--- config.mk ---
export PLATFORM = sky130hd
export DESIGN_NAME = transferRegs
export DESIGN_NICKNAME = d
export VERILOG_FILES = /design/src/datapathPkg.sv /design/src/transferRegs.sv
export SDC_FILE = /design/constraint.sdc
export NUM_CORES = 1
export LEC_CHECK = 0
export ABC_CLOCK_PERIOD_IN_PS = 1400
export BUFFER_PORTS_ARGS = -buffer_cell sky130_fd_sc_hd__buf_2
export CAP_MARGIN = 20
export CORE_MARGIN = 5
export CORE_UTILIZATION = 49
export CTS_CLUSTER_SIZE = 40
export DETAILED_ROUTE_END_ITERATION = 12
export PLACE_DENSITY = 0.79
export SYNTH_ARGS = -nofsm -noshare
export SYNTH_HDL_FRONTEND = slang
export SYNTH_SLANG_ARGS = --single-unit
--- constraint.sdc ---
create_clock -name clock -period 1.4 [get_ports clock]
set_clock_uncertainty 0.1 [all_clocks]
set_input_delay 0.21 -clock clock [delete_from_list [all_inputs] [get_ports clock]]
set_output_delay 0.21 -clock clock [all_outputs]
set_load 0.05 [all_outputs]
--- src/datapathPkg.sv ---
package datapathPkg;

    typedef logic [31:0] dataWord;   // one bus value
    typedef logic [63:0] wideWord;   // alu result, z register
    typedef logic [3:0]  regIndex;   // r0 .. r15

    // alu opcodes, same numbering as the instruction opcode field
    typedef enum logic [4:0] {
        opAdd = 5'b00011,
        opSub = 5'b00100,
        opAnd = 5'b00101,
        opOr  = 5'b00110,
        opShr = 5'b00111,
        opShl = 5'b01001,
        opNop = 5'b01101,
        opMul = 5'b01111,
        opDiv = 5'b10000,
        opNeg = 5'b10001,
        opNot = 5'b10010
    } aluOp;

    typedef enum logic [3:0] {
        srcNone   = 4'd0,   // bus reads zero
        srcReg    = 4'd1,   // general register at regSelect
        srcPc     = 4'd2,
        srcMdr    = 4'd3,
        srcZLow   = 4'd4,
        srcZHigh  = 4'd5,
        srcHi     = 4'd6,
        srcLo     = 4'd7,
        srcInPort = 4'd8
    } busSource;

    // one control word per clock
    typedef struct packed {
        busSource source;      // the single bus driver
        regIndex  regSelect;   // register for both read and write
        logic     regIn;
        logic     pcIn;
        logic     irIn;
        logic     marIn;
        logic     mdrIn;
        logic     yIn;
        logic     zIn;
        logic     hiIn;
        logic     loIn;
        logic     memRead;     // mdr takes memData instead of the bus
        logic     incPc;       // alu forced to bus + 1
        aluOp     op;
    } controlWord;

endpackage

--- src/transferRegs.sv ---
module transferRegs #(
    parameter datapathPkg::dataWord resetPc = '0
) (
    input  logic                    clock,
    input  logic                    reset,
    input  datapathPkg::controlWord ctrl,
    input  datapathPkg::dataWord    memData,
    input  datapathPkg::dataWord    inPort,
    input  datapathPkg::dataWord    regValue,
    input  datapathPkg::wideWord    aluResult,
    output datapathPkg::dataWord    busValue,
    output datapathPkg::dataWord    yValue,
    output datapathPkg::dataWord    marValue,
    output datapathPkg::dataWord    irValue
);
    import datapathPkg::*;

    dataWord pcReg;
    dataWord irReg;
    dataWord marReg;
    dataWord mdrReg;
    dataWord yReg;
    wideWord zReg;    // low word quotient or sum, high word remainder
    dataWord hiReg;
    dataWord loReg;

    always_ff @(posedge clock) begin
        if (reset) begin
            pcReg  <= resetPc;
            irReg  <= '0;
            marReg <= '0;
            mdrReg <= '0;
            yReg   <= '0;
            zReg   <= '0;
            hiReg  <= '0;
            loReg  <= '0;
        end else begin
            if (ctrl.pcIn) begin
                pcReg <= busValue;
            end
            if (ctrl.irIn) begin
                irReg <= busValue;
            end
            if (ctrl.marIn) begin
                marReg <= busValue;
            end
            if (ctrl.mdrIn) begin
                mdrReg <= ctrl.memRead ? memData : busValue;   // read from memory
            end
            if (ctrl.yIn) begin
                yReg <= busValue;
            end
            if (ctrl.zIn) begin
                zReg <= aluResult;
            end
            if (ctrl.hiIn) begin
                hiReg <= busValue;
            end
            if (ctrl.loIn) begin
                loReg <= busValue;
            end
        end
    end

    // bus multiplexer, exactly one source per cycle
    always_comb begin
        case (ctrl.source)
            srcReg:    busValue = regValue;
            srcPc:     busValue = pcReg;
            srcMdr:    busValue = mdrReg;
            srcZLow:   busValue = zReg[31:0];
            srcZHigh:  busValue = zReg[63:32];
            srcHi:     busValue = hiReg;
            srcLo:     busValue = loReg;
            srcInPort: busValue = inPort;
            default:   busValue = '0;   // srcNone
        endcase
    end

    assign yValue   = yReg;
    assign marValue = marReg;
    assign irValue  = irReg;

    // a memory read without mdrIn would drop the word
    memReadCheck: assert property (@(posedge clock) disable iff (reset)
        ctrl.memRead |-> ctrl.mdrIn)
        else $error("memRead without mdrIn");

    // z must capture a defined alu operation
    zOpCheck: assert property (@(posedge clock) disable iff (reset)
        ctrl.zIn |-> !$isunknown(ctrl.op))
        else $error("zIn with unknown alu op");

endmodule
Word-level counts from Yosys, hierarchy flattened
Index checks and enable logic that the tools add are counted.
- register bits: 288
- bits of input ports: 186
- logic and storage cells: 18
- equality and inequality tests: 8
- muxes and demuxes: 2
- operators with widths (cell ; number):
    32-bit one-hot mux with 8 select lines ; 1
    32-bit 2-to-1 mux ; 1
    4-bit by 3-bit == test with 1-bit output, second input constant ; 4
    4-bit by 2-bit == test with 1-bit output, second input constant ; 2
    4-bit by 1-bit == test with 1-bit output, second input constant ; 1
    4-bit == test, second input constant ; 1

Depth between registers and ports, before layout
- word-level depth: 3
- mapped depth: 7
- mapped depth without buffers: 4

Worst setup path after synthesis
No wires, ideal clock.
- path kind: in2out
- start point: input port ctrl[22] (netlist name)
- end point: output port busValue[22]
- arrival time: 1.490 ns
- data required time: 1.090 ns
- slack: -0.400 ns
- cell stages on the path: 7
- cell sequence: buf_4 > or2_1 > buf_6 > buf_6 > a21oi_2 > nor4_4 > inv_1
- longest elaborated chain between the ends: 2
- elaborated cells on any way between the ends: 9
- those cells by class: eq/ne: 8; mux: 1
- ends and longest elaborated chain (what ; line ; RTL):
    start: declaration ; transferRegs.sv:6 ; input datapathPkg::controlWord ctrl,
    4-bit == test (tied with other cells) ; transferRegs.sv:67 ; case (ctrl.source)
    32-bit one-hot mux with 8 select lines * ; transferRegs.sv:67 ;
    end: declaration ; transferRegs.sv:11 ; output datapathPkg::dataWord busValue,
Mark *: on every way between the ends. The rest lies on a longest branch, timed or not.

Worst setup path after layout
- start point: register pcReg[14]
- end point: output port busValue[14]
- longest elaborated chain between the ends: 1
- ends and longest elaborated chain (what ; line ; RTL):
    start: declaration ; transferRegs.sv:18 ; dataWord pcReg;
    start signal: assignment ; transferRegs.sv:29 ; pcReg <= resetPc;
    start signal: assignment ; transferRegs.sv:39 ; pcReg <= busValue;
    32-bit one-hot mux with 8 select lines ; transferRegs.sv:67 ;
No other way between the ends.

==> flow_summary.toml <==
[synthesis]
yosysSeqAreaShare_pct = 42.2
synth_seq_cells = 288
syn-num-nets = 1659
ys.warnings.count = 0
syn_area_um2 = 13600
syn_avg_cell_area_um2 = 9.26
synth_cells = 1473
synth_cell_type_count = 24

[cells_and_area]
nets = 2109
fillers = 1686
syn_to_final_growth_pct = 55.2
finalNonFillerCells = 2324
drive_above_1_share_pct = 51.6

[sta]
maxSlewHeadroom_pct = 60.5
fin_crit_ns = 2.07
setup_ws_ns = -0.673
worst_pin_slew_ns = 0.592
grt_setup_unrepaired = "true"
drv_slew = 0
setup_viol = 240
fmax_ghz = 0.482
whs_ns = 0.0733
hold_viol = 0
fin_crit_sh_pct = 148

[place]
place_congestion = 0.875
dp.cells = 2142
port_buffers = 302
place_hpwl_mm = 30.0

[clock_tree]
clk_latency_ns = 0.56
cts_buffer_depth = 3
numClockSinks = 288
clock_tree.root_cell = "clkbuf_16"
cts.htree.levels = 1
cts_buffers = 31
cts_tree = "done"
clk_pin_slew_ns = 0.06

[worst_setup_path]
startpoint = "pcReg[14]"
worstSetupStartpointType = "register"
reg2reg_depth = 9
rr_endpoint = "yValue[8]"
endpoint_kind = "output port"
crit_type = "reg -> out"
critPathMaxFanout = 2
cp.required_ns = 1.09
r2r_slack_ns = -0.30
cp.arrival_ns = 1.76
r2r-start = "zReg[8]"

[power_and_ir_drop]
p_leak_nw = 8.25
powerDensity_nw_per_um2 = 1080
vdd_drop_max_uv = 955

[run_status]
status = "finished, violations left"
violations = "setup timing"

[detailed_routing]
drtIter0Drc = 1145
first_pass_iters = 7
drc_errors = 0
ant_nets = 0
wl_per_cell_um = 22.3
wl_mm = 51.7
via_count = 13621
post_drt_via_cell_ratio = 5.86

[grt]
track_usage_pct = 30.8
antenna_found_initial = 4
grt_remaining_overflow = 0
grt_pass1_wl_mm = 76.6
grt_max_degree = 81
grt_pass1_vias = 14074

[worst_hold_path]
worst_hold_path.endpoint = "zReg[20]"
hold_start = "ctrl[9]"
hp-class = "in -> reg"
whs_path_depth = 4

[floorplanning]
start_util_pct = 49.4
die_w_um = 177
coreArea_um2 = 27600
die_area_um2 = 31300
ios = 314
row_count = 61
chipHeight_um = 177

[flow_run]
cap_violations = 0
-- worst max path at each step --
stage / cells after the start / end / slack [ns]
after floorplan: 7 / busValue[18] / -0.27
after detailed placement: 8 / busValue[6] / -0.63
after global routing: 5 / busValue[7] / -0.74
after global placement: 8 / busValue[6] / -0.60
final: 6 / busValue[14] / -0.67
after CTS: 6 / busValue[14] / -0.67
-- power breakdown --
group          total [mW]  leakage, nW  switching (mW)  internal, mW
logic                5.19         5.30            2.97          2.23
clock network        8.59        0.519            3.47          5.11
registers            9.09         2.42           0.340          8.75
total                22.9         8.25            6.78          16.1
-- cells by family (layout without fill, tap and decap cells) --
group / count (synthesis) / in the layout / share of synthesized area [%]
AOI/OAI and AO/OA: 352 / 352 / 19.3
muxes: 96 / 96 / 7.04
and+or+nand+nor: 550 / 550 / 25.2
other: 0 / 4 / 0
buffers and inverters: 187 / 656 / 6.25
DFF: 288 / 288 / 42.2
-- critical path: stages, from the launching register on --
cell and delay (ns):
dfxtp_1 0.33, nand3b_1 0.14, a21oi_4 0.08, nor4_4 0.29, buf_4 0.20, inv_2 0.04, buf_6 0.14
-- what timing repair did --
| item | 4_1_cts | 5_1_grt |
|---|---|---|
| setup buffers | 26 | 40 |
| setup endpoints to repair | 344 | 300 |
| hold buffers | 98 | 0 |
| gates resized for setup | 600 | 151 |
| pin swaps | 112 | 81 |
| cloned | 0 | 1 |
| hold endpoints to repair | 101 | 0 |
-- synthesized netlist by cell type, drive strengths merged --
cell	count	share of area, %
nor2	289	7.9
dfxtp	288	42
nand3b	193	11
a211oi	192	11
a21oi	96	5.7
mux2i	96	7.0
clkbuf	87	2.4
buf	68	3.0
a31oi	32	1.5
inv	32	0.88
nor2b	32	1.5
nor4	32	5.0
o22ai	32	1.5
or2	2	0.092
nand2	1	0.027
nand2b	1	0.064
-- layout by cell type, fill, tap and decap left out, types with 40 or more instances in the layout --
| cell | n |
|---|---|
| buf_4 | 77 |
| nand3b_1 | 193 |
| dfxtp_2 | 138 |
| nor2_1 | 276 |
| buf_6 | 173 |
| buf_2 | 169 |
| dfxtp_1 | 150 |
| dlygate4sd3_1 | 98 |
| a21oi_2 | 61 |
| mux2i_1 | 92 |
| a211oi_1 | 40 |
| a211oi_2 | 149 |
-- state kept, by name, summed over array words and instances, names as in the netlist --
register  flops
hiReg        32
pcReg        32
marValue     32
irValue      32
loReg        32
yValue       32
zReg         64
mdrReg       32
-- per-stage QoR --
stage          power, mW  TNS, ns  instance area, um2  setup slack (ns)  util, %
2_1_floorplan       11.7   -30.15               13700            -0.271        -
3_3_place_gp        12.9  -121.47               16400            -0.598     59.4
3_5_place_dp        13.0  -128.83               16400            -0.626     59.4
4_1_cts             22.6   -31.86               20600            -0.673     74.5
5_1_grt             23.6   -52.52               21200            -0.737     76.7
6_report            22.9   -39.86               21200            -0.673     76.7
-- cell type report --
| class | count | area [um2] | share of cell area (%) |
|---|---|---|---|
| Timing Repair Buffer | 572 | 5350 | 25.2 |
| Multi-Input combinational cell | 998 | 8250 | 38.9 |
| Antenna cell | 4 | 10.0 | 0.0473 |
| Inverter | 32 | 123 | 0.579 |
| Sequential cell | 288 | 5940 | 28.0 |
| Clock inverter | 16 | 221 | 1.05 |
| Clock buffer | 36 | 825 | 3.89 |
| Tap cell | 378 | 473 | 2.23 |
-- layer usage --
metal | track usage, % | vias to the layer above | part of all wire (%)
li1 | - | 6186 | -
met1 | 31.0 | 6633 | 34
met2 | 59.5 | 591 | 54
met3 | 5.02 | 211 | 5.0
met4 | 17.2 | 0 | 6.9
met5 | 0 | - | 0
Power figures use the tool's default switching activity.
