File: config.mk
export PLATFORM = sky130hd
export DESIGN_NAME = registerFile
export DESIGN_NICKNAME = d
export VERILOG_FILES = /design/src/datapathPkg.sv /design/src/registerFile.sv
export SDC_FILE = /design/constraint.sdc
export NUM_CORES = 1
export LEC_CHECK = 0
export BUFFER_PORTS_ARGS = -buffer_cell sky130_fd_sc_hd__buf_2
export CAP_MARGIN = 20
export CORE_AREA = 10 10 214 216
export DETAILED_ROUTE_END_ITERATION = 16
export DIE_AREA = 0 0 224 226
export MAX_ROUTING_LAYER = met4
export PLACE_DENSITY = 0.75
export SLEW_MARGIN = 20
export SYNTH_ARGS = -nofsm -noshare
export SYNTH_HDL_FRONTEND = slang
export SYNTH_SLANG_ARGS = --single-unit
File: constraint.sdc
create_clock -name clock -period 1.81 [get_ports clock]
set_input_delay 0.181 -clock clock [delete_from_list [all_inputs] [get_ports clock]]
set_output_delay 0.181 -clock clock [all_outputs]
set_load 0.01 [all_outputs]
File: src/datapathPkg.sv
package datapathPkg;

    typedef logic [31:0] dataWord;   // one bus value
    typedef logic [63:0] wideWord;   // alu result, z register
    typedef logic [3:0]  regIndex;   // r0 .. r15

    // alu opcodes, same numbering as the instruction opcode field
    typedef enum logic [4:0] {
        opAdd = 5'b00011,
        opSub = 5'b00100,
        opAnd = 5'b00101,
        opOr  = 5'b00110,
        opShr = 5'b00111,
        opShl = 5'b01001,
        opNop = 5'b01101,
        opMul = 5'b01111,
        opDiv = 5'b10000,
        opNeg = 5'b10001,
        opNot = 5'b10010
    } aluOp;

    typedef enum logic [3:0] {
        srcNone   = 4'd0,   // bus reads zero
        srcReg    = 4'd1,   // general register at regSelect
        srcPc     = 4'd2,
        srcMdr    = 4'd3,
        srcZLow   = 4'd4,
        srcZHigh  = 4'd5,
        srcHi     = 4'd6,
        srcLo     = 4'd7,
        srcInPort = 4'd8
    } busSource;

    // one control word per clock
    typedef struct packed {
        busSource source;      // the single bus driver
        regIndex  regSelect;   // register for both read and write
        logic     regIn;
        logic     pcIn;
        logic     irIn;
        logic     marIn;
        logic     mdrIn;
        logic     yIn;
        logic     zIn;
        logic     hiIn;
        logic     loIn;
        logic     memRead;     // mdr takes memData instead of the bus
        logic     incPc;       // alu forced to bus + 1
        aluOp     op;
    } controlWord;

endpackage

File: src/registerFile.sv
module registerFile (
    input  logic                    clock,
    input  logic                    reset,
    input  datapathPkg::controlWord ctrl,
    input  datapathPkg::dataWord    busValue,
    output datapathPkg::dataWord    regValue
);
    import datapathPkg::*;

    dataWord regs [16];   // r0 .. r15

    // write port, loads from the bus
    always_ff @(posedge clock) begin
        if (reset) begin
            for (int i = 0; i < 16; i++) begin
                regs[i] <= '0;
            end
        end else if (ctrl.regIn) begin
            regs[ctrl.regSelect] <= busValue;
        end
    end

    // read port feeds the bus mux in transferRegs
    assign regValue = regs[ctrl.regSelect];   // same index as the write

    // A register cannot drive the bus and load from it in one cycle. The
    // bus mux lives in transferRegs, so this ties both modules together.
    regLoopCheck: assert property (@(posedge clock) disable iff (reset)
        !(ctrl.regIn && ctrl.source == srcReg))
        else $error("register %0d drives and loads the bus together", ctrl.regSelect);

endmodule

* Word level (Yosys, flattened, before mapping)
Memory sizes are Yosys's and may differ from the RTL's.
Cells that the tools add are included.
** Operators by class
- Mux-type cells :: 8
- Reductions and logical operators :: 1
** Operators by type and width (number)
- $mux 32 :: 1
- $reduce_or 32->1 :: 1
- $mux 1 :: 6
- $mux 4 :: 1
** Word-level totals
- RAM bits :: 512
- Memories :: 1
- Output and inout bits :: 32
- Input bits :: 58
- Register bits after elaboration :: 0
- Logic and storage cells :: 10
** Memories
- regs :: depth 16, bits a word 32, read ports 1, clocked after memory_dff 0, wr ports 16, line registerFile.sv:10 : dataWord regs [16];

* Logic depth before layout (Yosys ltp)
Gate-level depths: netlist of the first run.
- Depth after elaboration :: 5
- Gate-level depth with buffers :: 6
- Gate-level depth less buffers :: 3

* Worst setup path after synthesis of the first run
No wires, ideal clock.
- Kind :: input to register
- From :: input port ctrl[18] (netlist bit)
- To :: memory regs[0][0] (netlist bit) (enable)
- Setup slack :: -0.002 ns
- Arrival :: 1.437 ns
- Cell stages on the path :: 3
- Data required time :: 1.435 ns
- Setup time :: 0.375 ns
- Path buffers :: 0
- Cell sequence :: or4b_4 > nor3_4 > or2_2
** RTL lines
- from (decl) :: line registerFile.sv:4 : input datapathPkg::controlWord ctrl,
- to (decl) :: line registerFile.sv:10

* Final worst setup path of the first run
- From :: memory regs[3][25] (netlist bit)
- To :: output port regValue[25]
** Between the ends
- Word-level cells in the longest chain between the ends :: 1
** RTL lines
- $mem_v2 16x32
- to (decl) :: line registerFile.sv:6 : output datapathPkg::dataWord regValue
No other way between the ends.

==> results of run 1 <==
==> stage by stage <==
stage	utilization, %	total power (W)	setup slack, ps
after detailed placement	59.81	0.01633	-111.2
after CTS	64.29	0.02683	-358.7
after global routing	64.40	0.02749	-379.4
after global placement	59.81	0.01624	-81.73
final	64.40	0.02672	-321.7
after floorplan	-	0.01527	15.79
==> layout by cell type, fill, tap and decap left out, types with 3 or more instances in the layout <==
master     instances
clkinv_1          15
a22oi_1           24
nand2_1           28
mux4_2           128
nor2_4             9
a22oi_2           40
clkbuf_1           9
and2_1           512
buf_12            47
edfxtp_1         512
nor2_2             4
or2_2             15
buf_6              5
clkinv_2          10
nor3_4             3
clkbuf_16         54
buf_4             58
bufinv_16          5
buf_2             64
nand2_2            5
==> routing by layer <==
layer / part of all wire, % / wire (um)
met1: 37 / 21080
met3: 7.0 / 3945
met5: 0 / 0
met4: 4.1 / 2345
met2: 52 / 29380
==> cell type report <==
type	count	area, um2
Sequential cell	512	15370
Multi-Input combinational cell	779	7283
Clock inverter	33	287.8
Clock buffer	63	1385
Timing Repair Buffer	175	1768
Fill cell	2816	14800
Tap cell	539	674.4
==> power groups by stage <==
stage	combinational (W)	clock [W]	sequential [W]
after CTS	0.00230	0.0106	0.0139
after detailed placement	0.00220	0	0.0141
final	0.00229	0.0105	0.0139
after global routing	0.00244	0.0111	0.0139
after global placement	0.00217	0	0.0141
after floorplan	0.00122	0	0.0140
==> cells by family (layout without fill, tap and decap cells) <==
group	count (synthesis)	count (layout)	synth area share (%)
and+or+nand+nor	587	587	15.74
DFF	512	512	67.20
muxes	128	128	12.60
buffers and inverters	127	271	2.362
AOI/OAI and AO/OA	64	64	2.100
==> worst max-delay path by stage <==
stage	cells after the start	end	slack [ps]
finish	4	regValue[25]	-320
global route	4	regValue[25]	-380
detailed placement	6	regValue[6]	-110
global placement	6	regValue[20]	-80
floorplan	4	regs[12][0]$_SDFFCE_PN0P_	20
CTS	4	regValue[25]	-360
==> what timing repair did <==
item                                    CTS  global route
gates resized for setup                  39            10
pin swaps                                52            11
endpoints found under the setup margin   32            32
hold endpoints to repair                  0             0
==> worst max-delay path: stages (launching register included) <==
cell and delay [ps]:
edfxtp_1 380, mux4_2 500, a22oi_2 210, nand2_1 120, buf_2 160
==> flow_metrics.tcl, run 1 <==
set metrics [dict create \
    root_buffer "clkbuf_16" \
    hpwlAfterDp_um 34320 \
    fin_crit_ps 2132 \
    drc 0 \
    grt_overflow 0 \
    syn-num-nets 1476 \
    start_kind "flip-flop" \
    wl_per_cell_um 27.01 \
    io_pins 90 \
    cts_setup_buffers 0 \
    gp_congestion 0.8143 \
    cts_buffers 52 \
    outcome "finished with violations" \
    synthCells 1418 \
    startpoint "regs[3][25]$_SDFFCE_PN0P_" \
    setup_viol 32 \
    path_class "flip-flop to output port" \
    fin_crit_sh_pct 117.8 \
    wirelength_um 56750 \
    fp-row-count 75 \
    portBuffers 70 \
    die_h_um 226 \
    synth_area_per_cell_um2 16.14 \
    synth_top_area_share_pct 67.20 \
    ir_worst_vdd_v 0.0007381 \
    p_switching_w 0.005847 \
    die_w_um 224 \
    pwr-share-seq_pct 52.0 \
    die-area_um2 50620 \
    htree_levels 2 \
    min_path_cells 2 \
    ctsLongestPathBuffers 3 \
    via_count 12630 \
    drive_gt1_share_pct 29.26 \
    grt_start_max_net_pins 33 \
    fin_ws_ps -321.7 \
    hp-class "primary input to flip-flop" \
    netlist_top_cells_count "and2_1, edfxtp_1, mux4_2, clkbuf_1, a22oi_1" \
    use_met1_pct 27.74 \
    clock-sinks 512 \
    reg.largest.list "regs x512" \
    largest_reg_flops 512 \
    drt-initial-drc-count 1137 \
    cp-end-kind "output port" \
    synth.top_cells.by_area "edfxtp_1, and2_1, mux4_2" \
    yosysSeqAreaShare_pct 67.20 \
    synthesis.area_um2 22880 \
    violations "negative setup slack" \
    viasPerCell 6.012 \
    pwr-share-clk_pct 39.5 \
    pwr-share-comb_pct 8.6 \
    synthArstFlopShare_pct 0 \
    fin_setup_tns_ps -7860 \
    fmax_mhz 469.1 \
    ys_warn_count 0 \
    synth.distinct_cells 21 \
    ys.flop_type "edfxtp_1" \
    rsz0062_at_grt "yes" \
    hold_viol_final 0 \
    ant_nets 0 \
    diodes 0 \
    path_clk_slew_ps 60 \
    p_per_area_nw_per_um2 998.2 \
    met3_usage_pct 3.593 \
    synth_seq_cells 512 \
    track_usage_pct 23.51 \
    hold_buffers 0 \
    largest_register "regs" \
    antenna_found_initial 0 \
    yosysTopAreaCell "edfxtp_1" \
    first_global_vias 13420 \
    cts_tree "yes" \
    met2_usage_pct 39.98 \
    final_cell_area_um2 26770 \
    crit_arrival_ps 1950 \
    slew_viol_final 0 \
    design.core.area_um2 41570 \
    syn2layout_area_growth_pct 17.02 \
    grt_pass1_wl_um 84670 \
    whs_ps 36.06 \
    swShare_pct 21.88 \
    yosysMostFrequentCell "and2_1" \
    synth_edf_count 512 \
    max-cap-violations 0 \
    slew_headroom_pct 69.96 \
    stdcell_count 2101 \
    cellLeakagePower_nw 9.479 \
    cp_max_fo 1 \
    firstDrtPassIters 5 \
    whs_endpoint "regs[0][21]$_SDFFCE_PN0P_" \
    nNetsFinal 1578 \
    start_util_pct 55.04 \
    dp_cells 2005 \
    intPower_w 0.02088 \
    dpl_cell_area_um2 24860 \
    required_ps 1630 \
    top_usage_layer "met2" \
    hp-start "busValue[21]" \
    worst_slew_pin_slew_ps 450.7 \
]
Note: power is estimated with default switching activity, not from simulation.
==> inputs of run 2 (changes only) <==
- CORE_AREA: 10 10 214 216 -> 10 10 204 225
- DIE_AREA: 0 0 224 226 -> 0 0 214 235
- PLACE_DENSITY: 0.75 -> default
- PLACE_DENSITY_LB_ADDON: default -> 0.1
- SETUP_SLACK_MARGIN: default -> 0.1
==> flow_metrics.tcl, run 2 (same netlist as run 1, synthesis figures left out) <==
set metrics [dict create \
    outcome "finished with violations" \
    violations "negative setup slack" \
    dpl_cell_area_um2 25100 \
    fp-row-count 78 \
    via_count 12580 \
    place_ws_ps -109.9 \
    htree_levels 2 \
    path_class "flip-flop to output port" \
    hold_viol_final 0 \
    intPower_w 0.02084 \
    syn2layout_area_growth_pct 17.93 \
    start_util_pct 55.69 \
    slew_headroom_pct 54.95 \
    cellLeakagePower_nw 9.533 \
    wirelength_um 58040 \
    die_w_um 214 \
    start_kind "flip-flop" \
    first_global_vias 13100 \
    final_cell_area_um2 26980 \
    die-area_um2 50290 \
    design.core.area_um2 41090 \
    setup_viol 32 \
    ir_worst_vdd_v 0.0007736 \
    io_pins 90 \
    pwr-share-comb_pct 8.9 \
    fin_ws_ps -323.8 \
    ctsLongestPathBuffers 3 \
    antenna_found_initial 8 \
    post-route-util_pct 65.67 \
    ant_nets 0 \
    swShare_pct 21.81 \
    wl_per_cell_um 27.23 \
    hpwlAfterDp_um 35320 \
    n_fill_cell 2864 \
    max-cap-violations 0 \
    die_h_um 235 \
    drt-initial-drc-count 1139 \
    largest_register "regs" \
    largest_reg_flops 512 \
    drc 0 \
    pwr-share-seq_pct 52.1 \
    track_usage_pct 23.87 \
    cp-end-kind "output port" \
    fin_crit_ps 2134 \
    grt_overflow 0 \
    cts_buffers 51 \
    reg.largest.list "regs x512" \
    rsz0062_at_grt "yes" \
    drive_gt1_share_pct 29.69 \
    cp_max_fo 1 \
    hp-class "primary input to flip-flop" \
    root_buffer "clkbuf_16" \
    portBuffers 70 \
    fin_crit_sh_pct 117.9 \
    grt_start_max_net_pins 33 \
    firstDrtPassIters 5 \
    slew_viol_final 0 \
    worst_slew_pin_slew_ps 675.7 \
    required_ps 1630 \
    nNetsFinal 1587 \
    p_switching_w 0.005813 \
    gp_congestion 0.8129 \
    pwr-share-clk_pct 39.1 \
    viasPerCell 5.903 \
    clock-sinks 512 \
    grt_pass1_wl_um 86110 \
    hold_buffers 0 \
    crit_arrival_ps 1950 \
    fmax_mhz 468.6 \
    layout_common_cells "and2_1, edfxtp_1, mux4_2" \
    path_clk_slew_ps 60 \
    p_per_area_nw_per_um2 987.8 \
    cts_tree "yes" \
]
run 2: critical path, cell delays in order (launching register included):
cell and delay [ps]:
edfxtp_1 380, mux4_2 490, a22oi_2 230, nand2_2 130, buf_6 150
run 2: cell type report:
class	instances	area (um2)	share of cell area, %
antenna	5	12.51	0.04637
clock buffer	67	1379	5.110
clock inverter	23	236.5	0.8764
multi-input combinational	779	7336	27.19
sequential	512	15370	56.98
tap	560	700.7	2.597
timing repair buffer	185	1943	7.201
run 2: power groups by stage:
| stage | Combinational [W] | Sequential, W | Clock, W |
|---|---|---|---|
| floorplan | 0.00123 | 0.0140 | 0 |
| global placement | 0.00226 | 0.0141 | 0 |
| detailed placement | 0.00227 | 0.0141 | 0 |
| CTS | 0.00238 | 0.0139 | 0.0105 |
| global route | 0.00251 | 0.0139 | 0.0110 |
| finish | 0.00237 | 0.0139 | 0.0104 |
run 2: worst paths after layout:
kind	depth (start not counted)	slack (ps)	to	startpoint
max	4	-320	regValue[31]	regs[2][31]$_SDFFCE_PN0P_
min	2	50	regs[3][11]$_SDFFCE_PN0P_	busValue[11]
run 2: repair_timing:
action,4_1_cts,5_1_grt
pin swaps,46,7
endpoints found under the hold margin,0,0
resized for setup,46,7
endpoints found under the setup margin,32,32
buffers inserted,0,0
run 2: per-layer routing:
layer / vias to the layer above / global-route usage (%) / part of all wire (%)
li1: 5469 / - / -
met1: 6518 / 29.90 / 39
met2: 484 / 39.39 / 51
met3: 108 / 3.274 / 6.1
met4: 0 / 8.547 / 3.0
met5: - / - / 0
run 2: metrics by stage:
| stage | hold slack (ps) | setup TNS (ps) | total power (W) | instances |
|---|---|---|---|---|
| after floorplan | 379.2 | 0 | 0.01527 | 1418 |
| after global placement | 631.2 | -4806 | 0.01634 | 2036 |
| after detailed placement | 636.3 | -7489 | 0.01640 | 2036 |
| after CTS | 18.04 | -8510 | 0.02681 | 2126 |
| after global routing | 64.46 | -9478 | 0.02744 | 2131 |
| final | 50.47 | -7427 | 0.02665 | 2131 |
==> inputs of run 3 (changes only) <==
- CELL_PAD_IN_SITES_DETAIL_PLACEMENT: default -> 1
- CELL_PAD_IN_SITES_GLOBAL_PLACEMENT: default -> 2
- CORE_AREA: 10 10 204 225 -> 10 10 234 258
- DIE_AREA: 0 0 214 235 -> 0 0 244 268
- GPL_TIMING_DRIVEN: default -> 0
- PLACE_DENSITY: default -> 0.79
- PLACE_DENSITY_LB_ADDON: 0.1 -> default
==> flow_metrics.tcl, run 3 (same netlist as run 1, synthesis figures left out) <==
set metrics [dict create \
    outcome "finished with violations" \
    violations "negative setup slack" \
    design.core.area_um2 54730 \
    start_util_pct 41.81 \
    fin_ws_ps -406.8 \
    cp-end-kind "output port" \
    ir_worst_vdd_v 0.0006765 \
    antenna_found_initial 2 \
    fin_setup_tns_ps -9411 \
    largest_reg_flops 512 \
    pwr-share-clk_pct 40.7 \
    portBuffers 68 \
    die-area_um2 65390 \
    hold_viol_final 0 \
    gp_congestion 0.7871 \
    cellLeakagePower_nw 9.529 \
    die_w_um 244 \
    register_area_um2 15370 \
    path_clk_slew_ps 60 \
    pwr-share-seq_pct 50.6 \
    via_count 13280 \
    whs_ps 316.7 \
    hpwlAfterDp_um 41620 \
    pwr-share-comb_pct 8.7 \
    cts_buffers 52 \
    fp-row-count 90 \
    cts_tree "yes" \
    firstDrtPassIters 7 \
    fin_crit_ps 2217 \
    largest_register "regs" \
    p_switching_w 0.006264 \
    drive_gt1_share_pct 28.16 \
    track_usage_pct 22.08 \
    intPower_w 0.02118 \
    io_pins 90 \
    p_per_area_nw_per_um2 1015 \
    cpPeakStageDelay_ps 520 \
    wl_per_cell_um 29.17 \
    viasPerCell 5.564 \
    n_fill_cell 5305 \
    cp_max_fo 1 \
    stdcell_count 2386 \
    rsz0062_at_grt "yes" \
    critical_path_depth 4 \
    htree_levels 2 \
    slew_viol_final 0 \
    multiInputGateArea_um2 7418 \
    hp-class "primary input to flip-flop" \
    reg.largest.list "regs x512" \
    first_global_vias 14350 \
    clock-sinks 512 \
    die_h_um 268 \
    ant_nets 0 \
    cp_slowest_cell "mux4_2" \
    grt_overflow 0 \
    nNetsFinal 1662 \
    setup_viol 32 \
    max-cap-violations 0 \
    dpl_cell_area_um2 24170 \
    final_cell_area_um2 27040 \
    ctsLongestPathBuffers 3 \
    slew_headroom_pct 57.69 \
    fmax_mhz 451.1 \
    syn2layout_area_growth_pct 18.17 \
    worstSetupEndpoint "regValue[31]" \
    start_kind "flip-flop" \
    layout_common_cells "and2_1, edfxtp_1, mux4_2" \
    dp_cells 2222 \
    required_ps 1630 \
    drt-initial-drc-count 1273 \
    cp_num_buf_inv 1 \
    critPathTopFamily "multiplexers" \
    drc 0 \
    grt_start_max_net_pins 21 \
    worst_slew_pin_slew_ps 634.7 \
    root_buffer "clkbuf_16" \
    path_class "flip-flop to output port" \
    swShare_pct 22.83 \
    crit_arrival_ps 2040 \
    crit_chain "mux4_2 > a22oi_2 > nand2_2 > buf_6" \
    grt_pass1_wl_um 101100 \
    fin_crit_sh_pct 122.5 \
    layout_commonest_cell "and2_1" \
    startpoint "regs[2][31]$_SDFFCE_PN0P_" \
    wirelength_um 69600 \
]
-- run 3: how the worst min path moves through the flow --
| stage | endpoint | depth (start not counted) | start | slack, ps |
|---|---|---|---|---|
| 2_1_floorplan | regs[0][0]$_SDFFCE_PN0P_ | 1 | busValue[0] | 380 |
| 3_3_place_gp | regs[2][26]$_SDFFCE_PN0P_ | 2 | busValue[26] | 530 |
| 3_5_place_dp | regs[13][26]$_SDFFCE_PN0P_ | 2 | busValue[26] | 540 |
| 4_1_cts | regs[0][31]$_SDFFCE_PN0P_ | 4 | reset | 270 |
| 5_1_grt | regs[0][31]$_SDFFCE_PN0P_ | 4 | reset | 320 |
| 6_report | regs[0][31]$_SDFFCE_PN0P_ | 4 | reset | 320 |
-- run 3: layout make-up --
| type | count | area share, % |
|---|---|---|
| diodes | 2 | 0.01851 |
| plain buffers | 127 | 2.425 |
| clock buffers | 62 | 5.031 |
| clock inverters | 36 | 1.393 |
| multi-input cells | 795 | 27.44 |
| flip-flops and latches | 512 | 56.87 |
| well taps | 736 | 3.406 |
| repair buffers | 116 | 3.420 |
-- run 3: power groups by stage --
stage	sequential [W]	clock, W	combinational, W
after floorplan	0.0140	0	0.00123
after global placement	0.0141	0	0.00204
after detailed placement	0.0141	0	0.00207
after CTS	0.0139	0.0113	0.00236
after global routing	0.0139	0.0117	0.00252
final	0.0139	0.0112	0.00238
-- run 3: repair_timing --
item / 4_1_cts / 5_1_grt
cloned: 16 / 0
pin swaps: 63 / 12
setup buffers: 12 / 4
hold buffers: 32 / 0
endpoints found under the setup margin: 732 / 216
endpoints found under the hold margin: 188 / 0
gates resized for setup: 120 / 38
-- run 3: metrics by stage --
step,util (%),worst slack (ps),total power (W)
after floorplan,-,83.54,0.01527
after global placement,44.16,-1273,0.01612
after detailed placement,44.17,-1149,0.01622
after CTS,49.06,-394.2,0.02756
after global routing,49.40,-418.9,0.02821
final,49.40,-406.8,0.02744
-- run 3: layer usage --
layer  up-vias  wire (um)  GRT usage (%)
met5         -          0              -
met4         0       2008          7.473
met3       101       3977          3.545
met2       430      36090          37.84
met1      7103      27520          26.28
li1       5641          -              -
